### config.mk
export PLATFORM = sky130hd
export DESIGN_NAME = id_stage
export DESIGN_NICKNAME = d
export VERILOG_FILES = /design/src/id_pkg.sv /design/src/operand_decode.sv /design/src/control_decode.sv /design/src/decode_issue.sv /design/src/id_stage.sv
export SDC_FILE = /design/constraint.sdc
export NUM_CORES = 1
export LEC_CHECK = 0
export BUFFER_PORTS_ARGS = -buffer_cell sky130_fd_sc_hd__buf_2
export CAP_MARGIN = 20
export CORE_ASPECT_RATIO = 1.25
export CORE_MARGIN = 2
export CORE_UTILIZATION = 25
export DETAILED_ROUTE_END_ITERATION = 10
export HOLD_SLACK_MARGIN = 0.06
export PLACE_DENSITY = 0.44
export SYNTH_ARGS = -nofsm -noshare
export SYNTH_HDL_FRONTEND = slang
export SYNTH_SLANG_ARGS = --single-unit
### constraint.sdc
create_clock -name clk -period 4.6 [get_ports clk]
set_clock_uncertainty 0.1 [all_clocks]
set_input_delay 0.92 -clock clk [delete_from_list [all_inputs] [get_ports clk]]
set_output_delay 0.92 -clock clk [all_outputs]
set_load 0.02 [all_outputs]
### src/id_pkg.sv
// rv64i decode types only; assumes aligned memory accesses; compressed, fence and ecall are illegal
package id_pkg;

	localparam int xlen = 64; // integer register and data width

	// instruction field positions
	localparam int opcode_lsb     = 0;
	localparam int rd_lsb         = 7;
	localparam int func3_lsb      = 12;
	localparam int rs1_lsb        = 15;
	localparam int rs2_lsb        = 20;
	localparam int funct7_alt_bit = 30; // sub / sra select

	typedef enum logic [6:0] {
		op_imm   = 7'b0010011,
		op_imm32 = 7'b0011011,
		op       = 7'b0110011,
		op32     = 7'b0111011,
		lui      = 7'b0110111,
		auipc    = 7'b0010111,
		jal      = 7'b1101111,
		jalr     = 7'b1100111,
		branch   = 7'b1100011,
		load     = 7'b0000011,
		store    = 7'b0100011,
		system   = 7'b1110011  // csr forms only
	} opcode_e;

	// alu opcode, zero means no operation
	typedef enum logic [4:0] {
		alu_zero, alu_add, alu_slt, alu_sltu, alu_xor, alu_or, alu_and,
		alu_sll, alu_srl, alu_sra, alu_sub,
		alu_lui,  // result is the immediate
		alu_beq, alu_bne, alu_blt, alu_bge, alu_bltu, alu_bgeu,
		alu_addw, alu_subw, alu_sllw, alu_srlw, alu_sraw
	} alu_op_e;

	typedef enum logic [1:0] {
		op2_reg = 2'd0, // rs2 value
		op2_imm = 2'd1, // immediate
		op2_4   = 2'd2  // link address offset
	} op2_src_e;

	// same code as func3[1:0] of the csr instructions
	typedef enum logic [1:0] {
		csr_none = 2'd0,
		csr_rw   = 2'd1,
		csr_rs   = 2'd2,
		csr_rc   = 2'd3
	} csr_op_e;

	typedef struct packed {
		logic [4:0] rs1_addr;
		logic       rs1_en;
		logic [4:0] rs2_addr;
		logic       rs2_en;
		logic [4:0] rd_addr;
		logic       rd_en;
	} reg_ctrl_t;

	typedef struct packed {
		alu_op_e         alu_op;
		logic            op1_pc;      // 1 selects pc
		op2_src_e        op2_src;
		logic [xlen-1:0] imm;
		logic            branch;
		logic            jump;
		logic            pc_from_reg; // jalr target from rs1
	} exe_ctrl_t;

	typedef struct packed {
		logic              mem_rd;
		logic              mem_wr;
		logic [xlen/8-1:0] byte_en;
		logic              mem_unsigned; // zero extend load data
		logic              mem_to_reg;
	} mem_ctrl_t;

	typedef struct packed {
		logic    csr_rd;
		logic    csr_wr;
		csr_op_e csr_op;
	} csr_ctrl_t;

	typedef struct packed {
		reg_ctrl_t reg_ctrl;
		exe_ctrl_t exe_ctrl;
		mem_ctrl_t mem_ctrl;
		csr_ctrl_t csr_ctrl;
	} decode_pkt_t;

	// opcode and func3 combination is one of the kept rv64i forms
	function automatic logic is_legal(input logic [31:0] inst);
		logic [2:0] f3;
		f3 = inst[func3_lsb +: 3];
		case (opcode_e'(inst[opcode_lsb +: 7]))
			op_imm, op, lui, auipc, jal: is_legal = 1'b1;
			op_imm32, op32: is_legal = (f3 == 3'b000) || (f3 == 3'b001) || (f3 == 3'b101);
			jalr:    is_legal = (f3 == 3'b000);
			branch:  is_legal = (f3[2:1] != 2'b01); // 010 and 011 unused
			load:    is_legal = (f3 != 3'b111);
			store:   is_legal = !f3[2];
			system:  is_legal = (f3[1:0] != 2'b00); // no ecall / ebreak
			default: is_legal = 1'b0;
		endcase
	endfunction

endpackage

### src/operand_decode.sv
// register fields, enables and immediate of one instruction; combinational, illegal words give zero
`timescale 1ns/100ps

module operand_decode import id_pkg::*; (
	input  logic [31:0]     inst,
	output reg_ctrl_t       reg_ctrl,
	output logic [xlen-1:0] imm,
	output logic            rs1_nz,
	output logic            rd_nz
);

	opcode_e         opc;
	logic [2:0]      func3;
	logic [4:0]      rs1;
	logic [4:0]      rs2;
	logic [4:0]      rd;
	logic            legal;
	logic [xlen-1:0] imm_i;
	logic [xlen-1:0] imm_s;
	logic [xlen-1:0] imm_b;
	logic [xlen-1:0] imm_u;
	logic [xlen-1:0] imm_j;

	assign opc   = opcode_e'(inst[opcode_lsb +: 7]);
	assign func3 = inst[func3_lsb +: 3];
	assign rs1   = inst[rs1_lsb +: 5]; // also the csr uimm
	assign rs2   = inst[rs2_lsb +: 5];
	assign rd    = inst[rd_lsb +: 5];
	assign legal = is_legal(inst);

	assign rs1_nz = |rs1;
	assign rd_nz  = |rd;

	// all immediates sign extended from inst[31]
	assign imm_i = {{(xlen-12){inst[31]}}, inst[31:20]};
	assign imm_s = {{(xlen-12){inst[31]}}, inst[31:25], inst[11:7]};
	assign imm_b = {{(xlen-13){inst[31]}}, inst[31], inst[7], inst[30:25], inst[11:8], 1'b0};
	assign imm_u = {{(xlen-32){inst[31]}}, inst[31:12], 12'b0};
	assign imm_j = {{(xlen-21){inst[31]}}, inst[31], inst[19:12], inst[20], inst[30:21], 1'b0};

	always_comb begin
		reg_ctrl.rs1_addr = rs1; // addresses pass through, enables qualify them
		reg_ctrl.rs2_addr = rs2;
		reg_ctrl.rd_addr  = rd;
		reg_ctrl.rs1_en   = 1'b0;
		reg_ctrl.rs2_en   = 1'b0;
		reg_ctrl.rd_en    = 1'b0;
		imm               = '0;
		if (legal) begin
			case (opc)
				lui, auipc: begin
					imm            = imm_u;
					reg_ctrl.rd_en = 1'b1;
				end
				jal: begin
					imm            = imm_j;
					reg_ctrl.rd_en = 1'b1; // link
				end
				jalr, load, op_imm, op_imm32: begin
					imm             = imm_i;
					reg_ctrl.rs1_en = 1'b1;
					reg_ctrl.rd_en  = 1'b1;
				end
				branch: begin
					imm             = imm_b;
					reg_ctrl.rs1_en = 1'b1;
					reg_ctrl.rs2_en = 1'b1;
				end
				store: begin
					imm             = imm_s;
					reg_ctrl.rs1_en = 1'b1;
					reg_ctrl.rs2_en = 1'b1; // store data
				end
				op, op32: begin
					imm             = imm_i; // unused by the alu
					reg_ctrl.rs1_en = 1'b1;
					reg_ctrl.rs2_en = 1'b1;
					reg_ctrl.rd_en  = 1'b1;
				end
				system: begin
					imm = imm_i; // csr address rides on the imm bus
					// immediate forms (func3[2]) carry uimm, not a register
					reg_ctrl.rs1_en = !func3[2] && ((csr_op_e'(func3[1:0]) == csr_rw) || rs1_nz);
					// rw forms with rd zero skip the old value
					reg_ctrl.rd_en  = (csr_op_e'(func3[1:0]) != csr_rw) || rd_nz;
				end
				default: ;
			endcase
		end
	end

endmodule

### src/control_decode.sv
// alu, operand select, branch, memory and csr controls; combinational, byte_en assumes aligned access
`timescale 1ns/100ps

module control_decode import id_pkg::*; (
	input  logic [31:0] inst,
	input  logic        rs1_nz,   // from operand_decode, rs1 or uimm nonzero
	input  logic        rd_nz,
	output alu_op_e     alu_op,
	output logic        op1_pc,
	output op2_src_e    op2_src,
	output logic        branch,
	output logic        jump,
	output logic        pc_from_reg,
	output mem_ctrl_t   mem_ctrl,
	output csr_ctrl_t   csr_ctrl
);

	opcode_e    opc;
	logic [2:0] func3;
	logic       alt;
	logic       legal;

	assign opc   = opcode_e'(inst[opcode_lsb +: 7]);
	assign func3 = inst[func3_lsb +: 3];
	assign alt   = inst[funct7_alt_bit];
	assign legal = is_legal(inst);

	// 64-bit integer ops, shared by op and op_imm
	function automatic alu_op_e int_alu(input logic [2:0] f3, input logic a, input logic reg_form);
		case (f3)
			3'b000:  int_alu = (a && reg_form) ? alu_sub : alu_add; // addi has no sub
			3'b001:  int_alu = alu_sll;
			3'b010:  int_alu = alu_slt;
			3'b011:  int_alu = alu_sltu;
			3'b100:  int_alu = alu_xor;
			3'b101:  int_alu = a ? alu_sra : alu_srl;
			3'b110:  int_alu = alu_or;
			default: int_alu = alu_and;
		endcase
	endfunction

	// 32-bit w ops, shared by op32 and op_imm32
	function automatic alu_op_e word_alu(input logic [2:0] f3, input logic a, input logic reg_form);
		case (f3)
			3'b000:  word_alu = (a && reg_form) ? alu_subw : alu_addw;
			3'b001:  word_alu = alu_sllw;
			3'b101:  word_alu = a ? alu_sraw : alu_srlw;
			default: word_alu = alu_zero;
		endcase
	endfunction

	// access size 1, 2, 4 or 8 bytes from low lane
	function automatic logic [xlen/8-1:0] size_mask(input logic [1:0] sz);
		logic [xlen/8-1:0] mask;
		mask = '0;
		for (int i = 0; i < xlen/8; i++) begin
			mask[i] = (i < (1 << sz));
		end
		size_mask = mask;
	endfunction

	always_comb begin
		alu_op      = alu_zero;
		op1_pc      = 1'b0;
		op2_src     = op2_reg;
		branch      = 1'b0;
		jump        = 1'b0;
		pc_from_reg = 1'b0;
		mem_ctrl    = '0;
		csr_ctrl    = '0; // csr_none
		if (legal) begin
			case (opc)
				op_imm: begin
					alu_op  = int_alu(func3, alt, 1'b0);
					op2_src = op2_imm;
				end
				op:       alu_op = int_alu(func3, alt, 1'b1);
				op_imm32: begin
					alu_op  = word_alu(func3, alt, 1'b0);
					op2_src = op2_imm;
				end
				op32:     alu_op = word_alu(func3, alt, 1'b1);
				lui: begin
					alu_op  = alu_lui;
					op2_src = op2_imm;
				end
				auipc: begin
					alu_op  = alu_add; // pc + imm_u
					op1_pc  = 1'b1;
					op2_src = op2_imm;
				end
				jal, jalr: begin
					alu_op      = alu_add; // rd gets pc + 4
					op1_pc      = 1'b1;
					op2_src     = op2_4;
					jump        = 1'b1;
					pc_from_reg = (opc == jalr);
				end
				id_pkg::branch: begin
					branch = 1'b1;
					case (func3)
						3'b000:  alu_op = alu_beq;
						3'b001:  alu_op = alu_bne;
						3'b100:  alu_op = alu_blt;
						3'b101:  alu_op = alu_bge;
						3'b110:  alu_op = alu_bltu;
						default: alu_op = alu_bgeu;
					endcase
				end
				load: begin
					alu_op                = alu_add; // address rs1 + imm
					op2_src               = op2_imm;
					mem_ctrl.mem_rd       = 1'b1;
					mem_ctrl.mem_to_reg   = 1'b1;
					mem_ctrl.byte_en      = size_mask(func3[1:0]);
					mem_ctrl.mem_unsigned = func3[2]; // lbu lhu lwu
				end
				store: begin
					alu_op           = alu_add;
					op2_src          = op2_imm;
					mem_ctrl.mem_wr  = 1'b1;
					mem_ctrl.byte_en = size_mask(func3[1:0]);
				end
				system: begin
					alu_op          = alu_lui; // pass operand straight through
					op2_src         = op2_imm;
					csr_ctrl.csr_op = csr_op_e'(func3[1:0]);
					if (csr_op_e'(func3[1:0]) == csr_rw) begin
						csr_ctrl.csr_rd = rd_nz; // no read side effect when rd is x0
						csr_ctrl.csr_wr = 1'b1;
					end else begin
						csr_ctrl.csr_rd = 1'b1;
						csr_ctrl.csr_wr = rs1_nz; // set/clear with zero leaves csr alone
					end
				end
				default: ;
			endcase
		end
	end

endmodule

### src/decode_issue.sv
// in-order packet queue with credit flow both sides; upstream must never write a full queue
`timescale 1ns/100ps

module decode_issue import id_pkg::*; #(
	parameter int queue_depth = 4,
	parameter int out_credits = 2
) (
	input  logic            clk,
	input  logic            arst_n,
	input  logic            wr_en,
	input  reg_ctrl_t       reg_ctrl,
	input  logic [xlen-1:0] imm,
	input  alu_op_e         alu_op,
	input  logic            op1_pc,
	input  op2_src_e        op2_src,
	input  logic            branch,
	input  logic            jump,
	input  logic            pc_from_reg,
	input  mem_ctrl_t       mem_ctrl,
	input  csr_ctrl_t       csr_ctrl,
	output logic            in_credit,
	output logic            out_valid,
	output decode_pkt_t     out_pkt,
	input  logic            out_credit
);

	localparam int ptr_w  = (queue_depth > 1) ? $clog2(queue_depth) : 1;
	localparam int cnt_w  = $clog2(queue_depth + 1);
	localparam int cred_w = (out_credits > 0) ? $clog2(out_credits + 1) : 1;

	decode_pkt_t       q_mem [queue_depth];
	decode_pkt_t       wr_pkt;
	logic [ptr_w-1:0]  wr_ptr;
	logic [ptr_w-1:0]  rd_ptr;
	logic [cnt_w-1:0]  count;   // occupied slots
	logic [cred_w-1:0] credits; // downstream slots we may fill
	logic              deq;

	// merge both decoder halves
	assign wr_pkt.reg_ctrl             = reg_ctrl;
	assign wr_pkt.exe_ctrl.alu_op      = alu_op;
	assign wr_pkt.exe_ctrl.op1_pc      = op1_pc;
	assign wr_pkt.exe_ctrl.op2_src     = op2_src;
	assign wr_pkt.exe_ctrl.imm         = imm;
	assign wr_pkt.exe_ctrl.branch      = branch;
	assign wr_pkt.exe_ctrl.jump        = jump;
	assign wr_pkt.exe_ctrl.pc_from_reg = pc_from_reg;
	assign wr_pkt.mem_ctrl             = mem_ctrl;
	assign wr_pkt.csr_ctrl             = csr_ctrl;

	assign deq       = (count != '0) && (credits != '0); // head leaves every valid cycle
	assign out_valid = deq;
	assign out_pkt   = q_mem[rd_ptr];

	always_ff @(posedge clk) begin
		if (wr_en) begin
			q_mem[wr_ptr] <= wr_pkt;
		end
	end

	always_ff @(posedge clk or negedge arst_n) begin
		if (!arst_n) begin
			wr_ptr    <= '0;
			rd_ptr    <= '0;
			count     <= '0;
			credits   <= cred_w'(out_credits); // initial downstream grant
			in_credit <= 1'b0;
		end else begin
			if (wr_en) begin
				wr_ptr <= (wr_ptr == ptr_w'(queue_depth - 1)) ? '0 : wr_ptr + 1'b1;
			end
			if (deq) begin
				rd_ptr <= (rd_ptr == ptr_w'(queue_depth - 1)) ? '0 : rd_ptr + 1'b1;
			end
			count     <= count + cnt_w'(wr_en) - cnt_w'(deq);
			credits   <= credits + cred_w'(out_credit) - cred_w'(deq);
			in_credit <= deq; // slot freed, hand one credit back upstream
		end
	end

endmodule

### src/id_stage.sv
// rv64i decode stage top; upstream starts with queue_depth credits, downstream grants out_credits
`timescale 1ns/100ps

module id_stage import id_pkg::*; #(
	parameter int queue_depth = 4,
	parameter int out_credits = 2
) (
	input  logic        clk,
	input  logic        arst_n,
	input  logic        inst_valid,
	input  logic [31:0] inst,
	output logic        in_credit,
	output logic        out_valid,
	output decode_pkt_t out_pkt,
	input  logic        out_credit
);

	reg_ctrl_t       reg_ctrl;
	logic [xlen-1:0] imm;
	logic            rs1_nz;
	logic            rd_nz;
	alu_op_e         alu_op;
	logic            op1_pc;
	op2_src_e        op2_src;
	logic            branch;
	logic            jump;
	logic            pc_from_reg;
	mem_ctrl_t       mem_ctrl;
	csr_ctrl_t       csr_ctrl;

	operand_decode u_operand_decode (
		.inst     (inst),
		.reg_ctrl (reg_ctrl),
		.imm      (imm),
		.rs1_nz   (rs1_nz),
		.rd_nz    (rd_nz)
	);

	control_decode u_control_decode (
		.inst        (inst),
		.rs1_nz      (rs1_nz), // nonzero tests live in operand_decode only
		.rd_nz       (rd_nz),
		.alu_op      (alu_op),
		.op1_pc      (op1_pc),
		.op2_src     (op2_src),
		.branch      (branch),
		.jump        (jump),
		.pc_from_reg (pc_from_reg),
		.mem_ctrl    (mem_ctrl),
		.csr_ctrl    (csr_ctrl)
	);

	decode_issue #(
		.queue_depth (queue_depth),
		.out_credits (out_credits)
	) u_decode_issue (
		.clk         (clk),
		.arst_n      (arst_n),
		.wr_en       (inst_valid),
		.reg_ctrl    (reg_ctrl),
		.imm         (imm),
		.alu_op      (alu_op),
		.op1_pc      (op1_pc),
		.op2_src     (op2_src),
		.branch      (branch),
		.jump        (jump),
		.pc_from_reg (pc_from_reg),
		.mem_ctrl    (mem_ctrl),
		.csr_ctrl    (csr_ctrl),
		.in_credit   (in_credit),
		.out_valid   (out_valid),
		.out_pkt     (out_pkt),
		.out_credit  (out_credit)
	);

endmodule

Yosys cells after proc, flatten, opt, wreduce, memory -nomap -nowiden:

Memory sizes are Yosys's and may differ from the RTL's.
Cells that the tools add are included.

* input port bits: 36
* bits in writable memories: 436
* output and inout port bits: 111
* word-level logic and storage cells: 113
* register bits after elaboration: 10
* memories: 1

Memories
* u_decode_issue.q_mem: words 4, bits a word 109, rd ports 1, clocked after Yosys merged registers in 0, wr ports 1, line decode_issue.sv:31 `decode_pkt_t q_mem [queue_depth];`

* mux-type cells: 42
* add/subtract/negate cells: 6
* reductions and logical operators: 26
* order comparisons: 8
* equal/unequal tests: 24
* shift-type cells: 1

Operator list (count)
* one-hot mux 64 bit (5 select lines): 1
* less-than comparator 4 x 32 -> 1 bit (first input constant): 4
* one-hot mux 5 bit (7 select lines): 3
* less-than comparator 3 x 32 -> 1 bit (first input constant): 2
* 2-to-1 mux 64 bit: 1
* less-than comparator 1 x 32 -> 1 bit (first input constant): 1
* less-than comparator 2 x 32 -> 1 bit (first input constant): 1
* left shift 1 x 2 -> 32 bit (first input constant): 1
* one-hot mux 5 bit (3 select lines): 2
* equality test 7 x 6 -> 1 bit (second input constant): 4
* equality test 7 bit (second input constant): 4
* one-hot mux 5 bit (5 select lines): 1
* equality test 7 x 5 -> 1 bit (second input constant): 3
* OR reduction 5 bit: 4
* 2-to-1 mux 1 bit: 18
* OR reduction 7 bit: 2
* 2-to-1 mux 12 bit: 1
* 2-to-1 mux 2 bit: 6
* 2-to-1 mux 4 bit: 3
* OR reduction 2 bit: 5
* equality test 3 bit (second input constant): 3
* OR reduction 9 bit: 1
* 2-to-1 mux 8 bit: 1
* OR reduction 8 bit: 1
* 24 further kinds: 34

Logic depth before layout (Yosys ltp):

* word-level depth: 5
* depth in mapped cells: 9
* depth with buffers taken out: 9

Cells and area by module:

Synthesis repeated with hierarchy kept, for this count alone.

* cell total of the unflattened synthesis: 912
* area, all modules: 18163.7 um2

By module, submodules not included
* decode_issue: cells an instance 616, seq. area each 13344.0 um2, instances 1, area an instance 16254.3 um2
* operand_decode: cells an instance 191, seq. area each 0.0 um2, instances 1, area an instance 1178.6 um2
* control_decode: cells an instance 105, seq. area each 0.0 um2, instances 1, area an instance 730.7 um2

Worst setup path after synthesis:

OpenSTA, ideal clock, no wires.

* path kind: register -> output
* start: register u_decode_issue.rd_ptr[0]
* end: output out_pkt[51] (netlist name)
* data required time: 3580 ps
* slack: 1420 ps
* cell stages (with the launch flop): 5
* arrival time: 2160 ps
* path buffers: 3
* path through: dfrtp_1 -> clkbuf_1 -> buf_2 -> mux4_2 -> buf_4

RTL lines
* from (decl): line decode_issue.sv:34 `logic [ptr_w-1:0] rd_ptr;`
* from (signal assigned): line decode_issue.sv:73 `rd_ptr <= (rd_ptr == ptr_w'(queue_depth - 1)) ? '0 : rd_ptr + 1'b1;`
* to (decl): line id_stage.sv:14 `output decode_pkt_t out_pkt,`

==> impl_metrics.tcl <==
set metrics [dict create \
    syn_area_per_cell_um2 18.4 \
    run_status "completed" \
    dieArea_um2 52000 \
    hp-class "input pin to asynchronous set/reset pin" \
    min_period_ns 3.56 \
    ir_drop_uv 329 \
    p_leak_nw 5.04 \
    grt-ovfl-total 0 \
    hold_slack_ns 0.150 \
    start_util_pct 25.4 \
    clkTransAtPathRegs_ns 0.06 \
    crit_path_end_kind "output port" \
    dr.pass1.iters 6 \
    highest_layer "met4" \
    insertion_delay_ns 0.53 \
    finalHoldViolCount 0 \
    fin_nets 855 \
    postCtsSetupBuffers 0 \
    syn_nets 729 \
    synth_flop_cell "edfxtp_1" \
    timing.slew.headroom_pct 45.6 \
    io_pins 147 \
    antenna_cells 0 \
    met3_length_mm 1.39 \
    drtAntennaViolNets 0 \
    yosysTopAreaCellShare_pct 69.9 \
    postCtsHoldBufs 0 \
    root_buffer "clkbuf_16" \
    drt-met1-wl_mm 13.8 \
    synth_cell_type_count 61 \
    cts_buffer_depth 3 \
    num_vias 6581 \
    grt_max_degree 72 \
    wl_per_cell_um 21.7 \
    async_flop_share_pct 3.31 \
    row_count 91 \
    portBuffers 146 \
    yosysWarnings 0 \
    coreArea_um2 49400 \
    fin_ws_ns 1.04 \
    layout_commonest_cell "edfxtp_1" \
    preCtsSetupSlack_ns 1.07 \
    die_width_um 204 \
    cellPowerDensity_nw_per_um2 656 \
    postCtsResizedCells 0 \
    dp_hpwl_mm 21.1 \
    vias_per_cell 4.44 \
    antenna_found_initial 0 \
    timing.setup.tns_ns 0 \
    critPathMaxFanout 30 \
    rsz0062_at_grt "false" \
    synthToLayoutAreaGrowth_pct 19.1 \
    path_class "flip-flop to output port" \
    synth_edf_count 292 \
    htree_levels 2 \
    numCtsBuffers 35 \
    worst_ep_arrival_time_ns 2.54 \
    die_height_um 254 \
    ys_seq_elements 302 \
    stdcell_count 1483 \
    yosysTopAreaCell "edfxtp_1" \
    period_share_pct 77.3 \
    worstPathRequired_ns 3.58 \
    syn-instance-count 683 \
    grt_pass1_vias 6687 \
    drt_iter0_drc 376 \
    maxCapViolations 0 \
    grt_pass1_wl_mm 46.7 \
    place_inst 1423 \
    synth_area_leaders "edfxtp_1, mux4_2, buf_4, dfrtp_1, nand2_1" \
    start_kind "flip-flop" \
    fillers 4953 \
    setup_viol 0 \
    tightest_slew_ns 0.808 \
    cts.sinks 302 \
    grtUsageTotal_pct 12.4 \
    netlist_area_um2 12500 \
    drive_above_1_share_pct 35.9 \
    ys_seq_area_share_pct 71.9 \
    remaining_drc_errors 0 \
    wl_met2_mm 16.6 \
    layout_common_cells "edfxtp_1, buf_2, mux4_2, nand2_1, clkbuf_16" \
    cts_tree "built" \
    routed_wl_mm 32.2 \
    finalMaxSlewViolations 0 \
    fmax_mhz 281 \
    place.gp.congestion 0.772 \
]
==> cell type report <==
cell class	instances	area, um^2	share of cell area, %
Sequential cell	302	9030	60.4
Multi-Input combinational cell	295	3020	20.2
Clock buffer	40	937	6.27
Timing Repair Buffer	161	918	6.15
Tap cell	651	815	5.45
Clock inverter	20	165	1.11
Inverter	14	52.6	0.352
==> report_power, final <==
group          internal [W]  switching [W]  total, W  leakage, nW
Combinational       0.00129        0.00204   0.00333         1.63
Clock               0.00162        0.00107   0.00268        0.541
Sequential          0.00352       0.000267   0.00379         2.87
==> cells by family after synthesis <==
kind of cell | after synthesis | share of synthesized area, %
multiplexers | 74 | 13.2
AND/OR/NAND/NOR | 135 | 5.69
flip-flops | 302 | 71.9
buffers and inverters | 86 | 4.03
XOR/XNOR | 6 | 0.419
adder cells (fa/ha/maj) | 10 | 1.06
AO/OA/AOI/OAI | 70 | 3.66
==> Yosys cell counts, drive strengths merged (9+ instances only) <==
cell type	count
dfrtp	9
buf	58
nor3	10
nand2	45
inv	14
clkbuf	14
a21oi	31
o21ai	13
ha	9
edfxtp	292
mux4	73
nor2	24
==> critical path, stage by stage (launching register included) <==
cell and delay (ns):
dfrtp_4 0.83, buf_4 0.35, mux4_2 0.59, buf_2 0.19
==> metrics by stage <==
| step | instance area (um^2) | util, % | total power, W |
|---|---|---|---|
| 2_1_floorplan | 12500 | - | 0.00623 |
| 3_3_place_gp | 13800 | 28.0 | 0.00734 |
| 3_5_place_dp | 13800 | 28.0 | 0.00735 |
| 4_1_cts | 14900 | 30.2 | 0.0101 |
| 5_1_grt | 14900 | 30.2 | 0.0103 |
| 6_report | 14900 | 30.2 | 0.00980 |
==> path summary, 6_finish.rpt <==
path	startpoint	to	slack [ns]	cells after the start
min in group clk	u_decode_issue.count[1]	u_decode_issue.count[2]	0.44	1
min	arst_n	u_decode_issue.in_credit	0.15	1
max reg2reg	u_decode_issue.count[1]	u_decode_issue.count[2]	1.92	9
max in group asynchronous	arst_n	u_decode_issue.credits[1]	3.98	1
min reg2reg	u_decode_issue.count[1]	u_decode_issue.count[2]	0.44	1
max	u_decode_issue.rd_ptr[0]	out_pkt[91]	1.04	3
==> flip-flops by register name, indices dropped and copies added (netlist names) <==
| name | count |
|---|---|
| u_decode_issue.credits | 2 |
| u_decode_issue.wr_ptr | 2 |
| u_decode_issue.q_mem | 292 |
| u_decode_issue.in_credit | 1 |
| u_decode_issue.count | 3 |
| u_decode_issue.rd_ptr | 2 |
==> routing by layer <==
layer | vias up | GRT usage, %
met1 | 3428 | 16.0
met5 | - | 0
li1 | 2947 | -
met2 | 174 | 21.4
met4 | 0 | 2.73
met3 | 32 | 2.62
(Power assumes the default switching activity.)
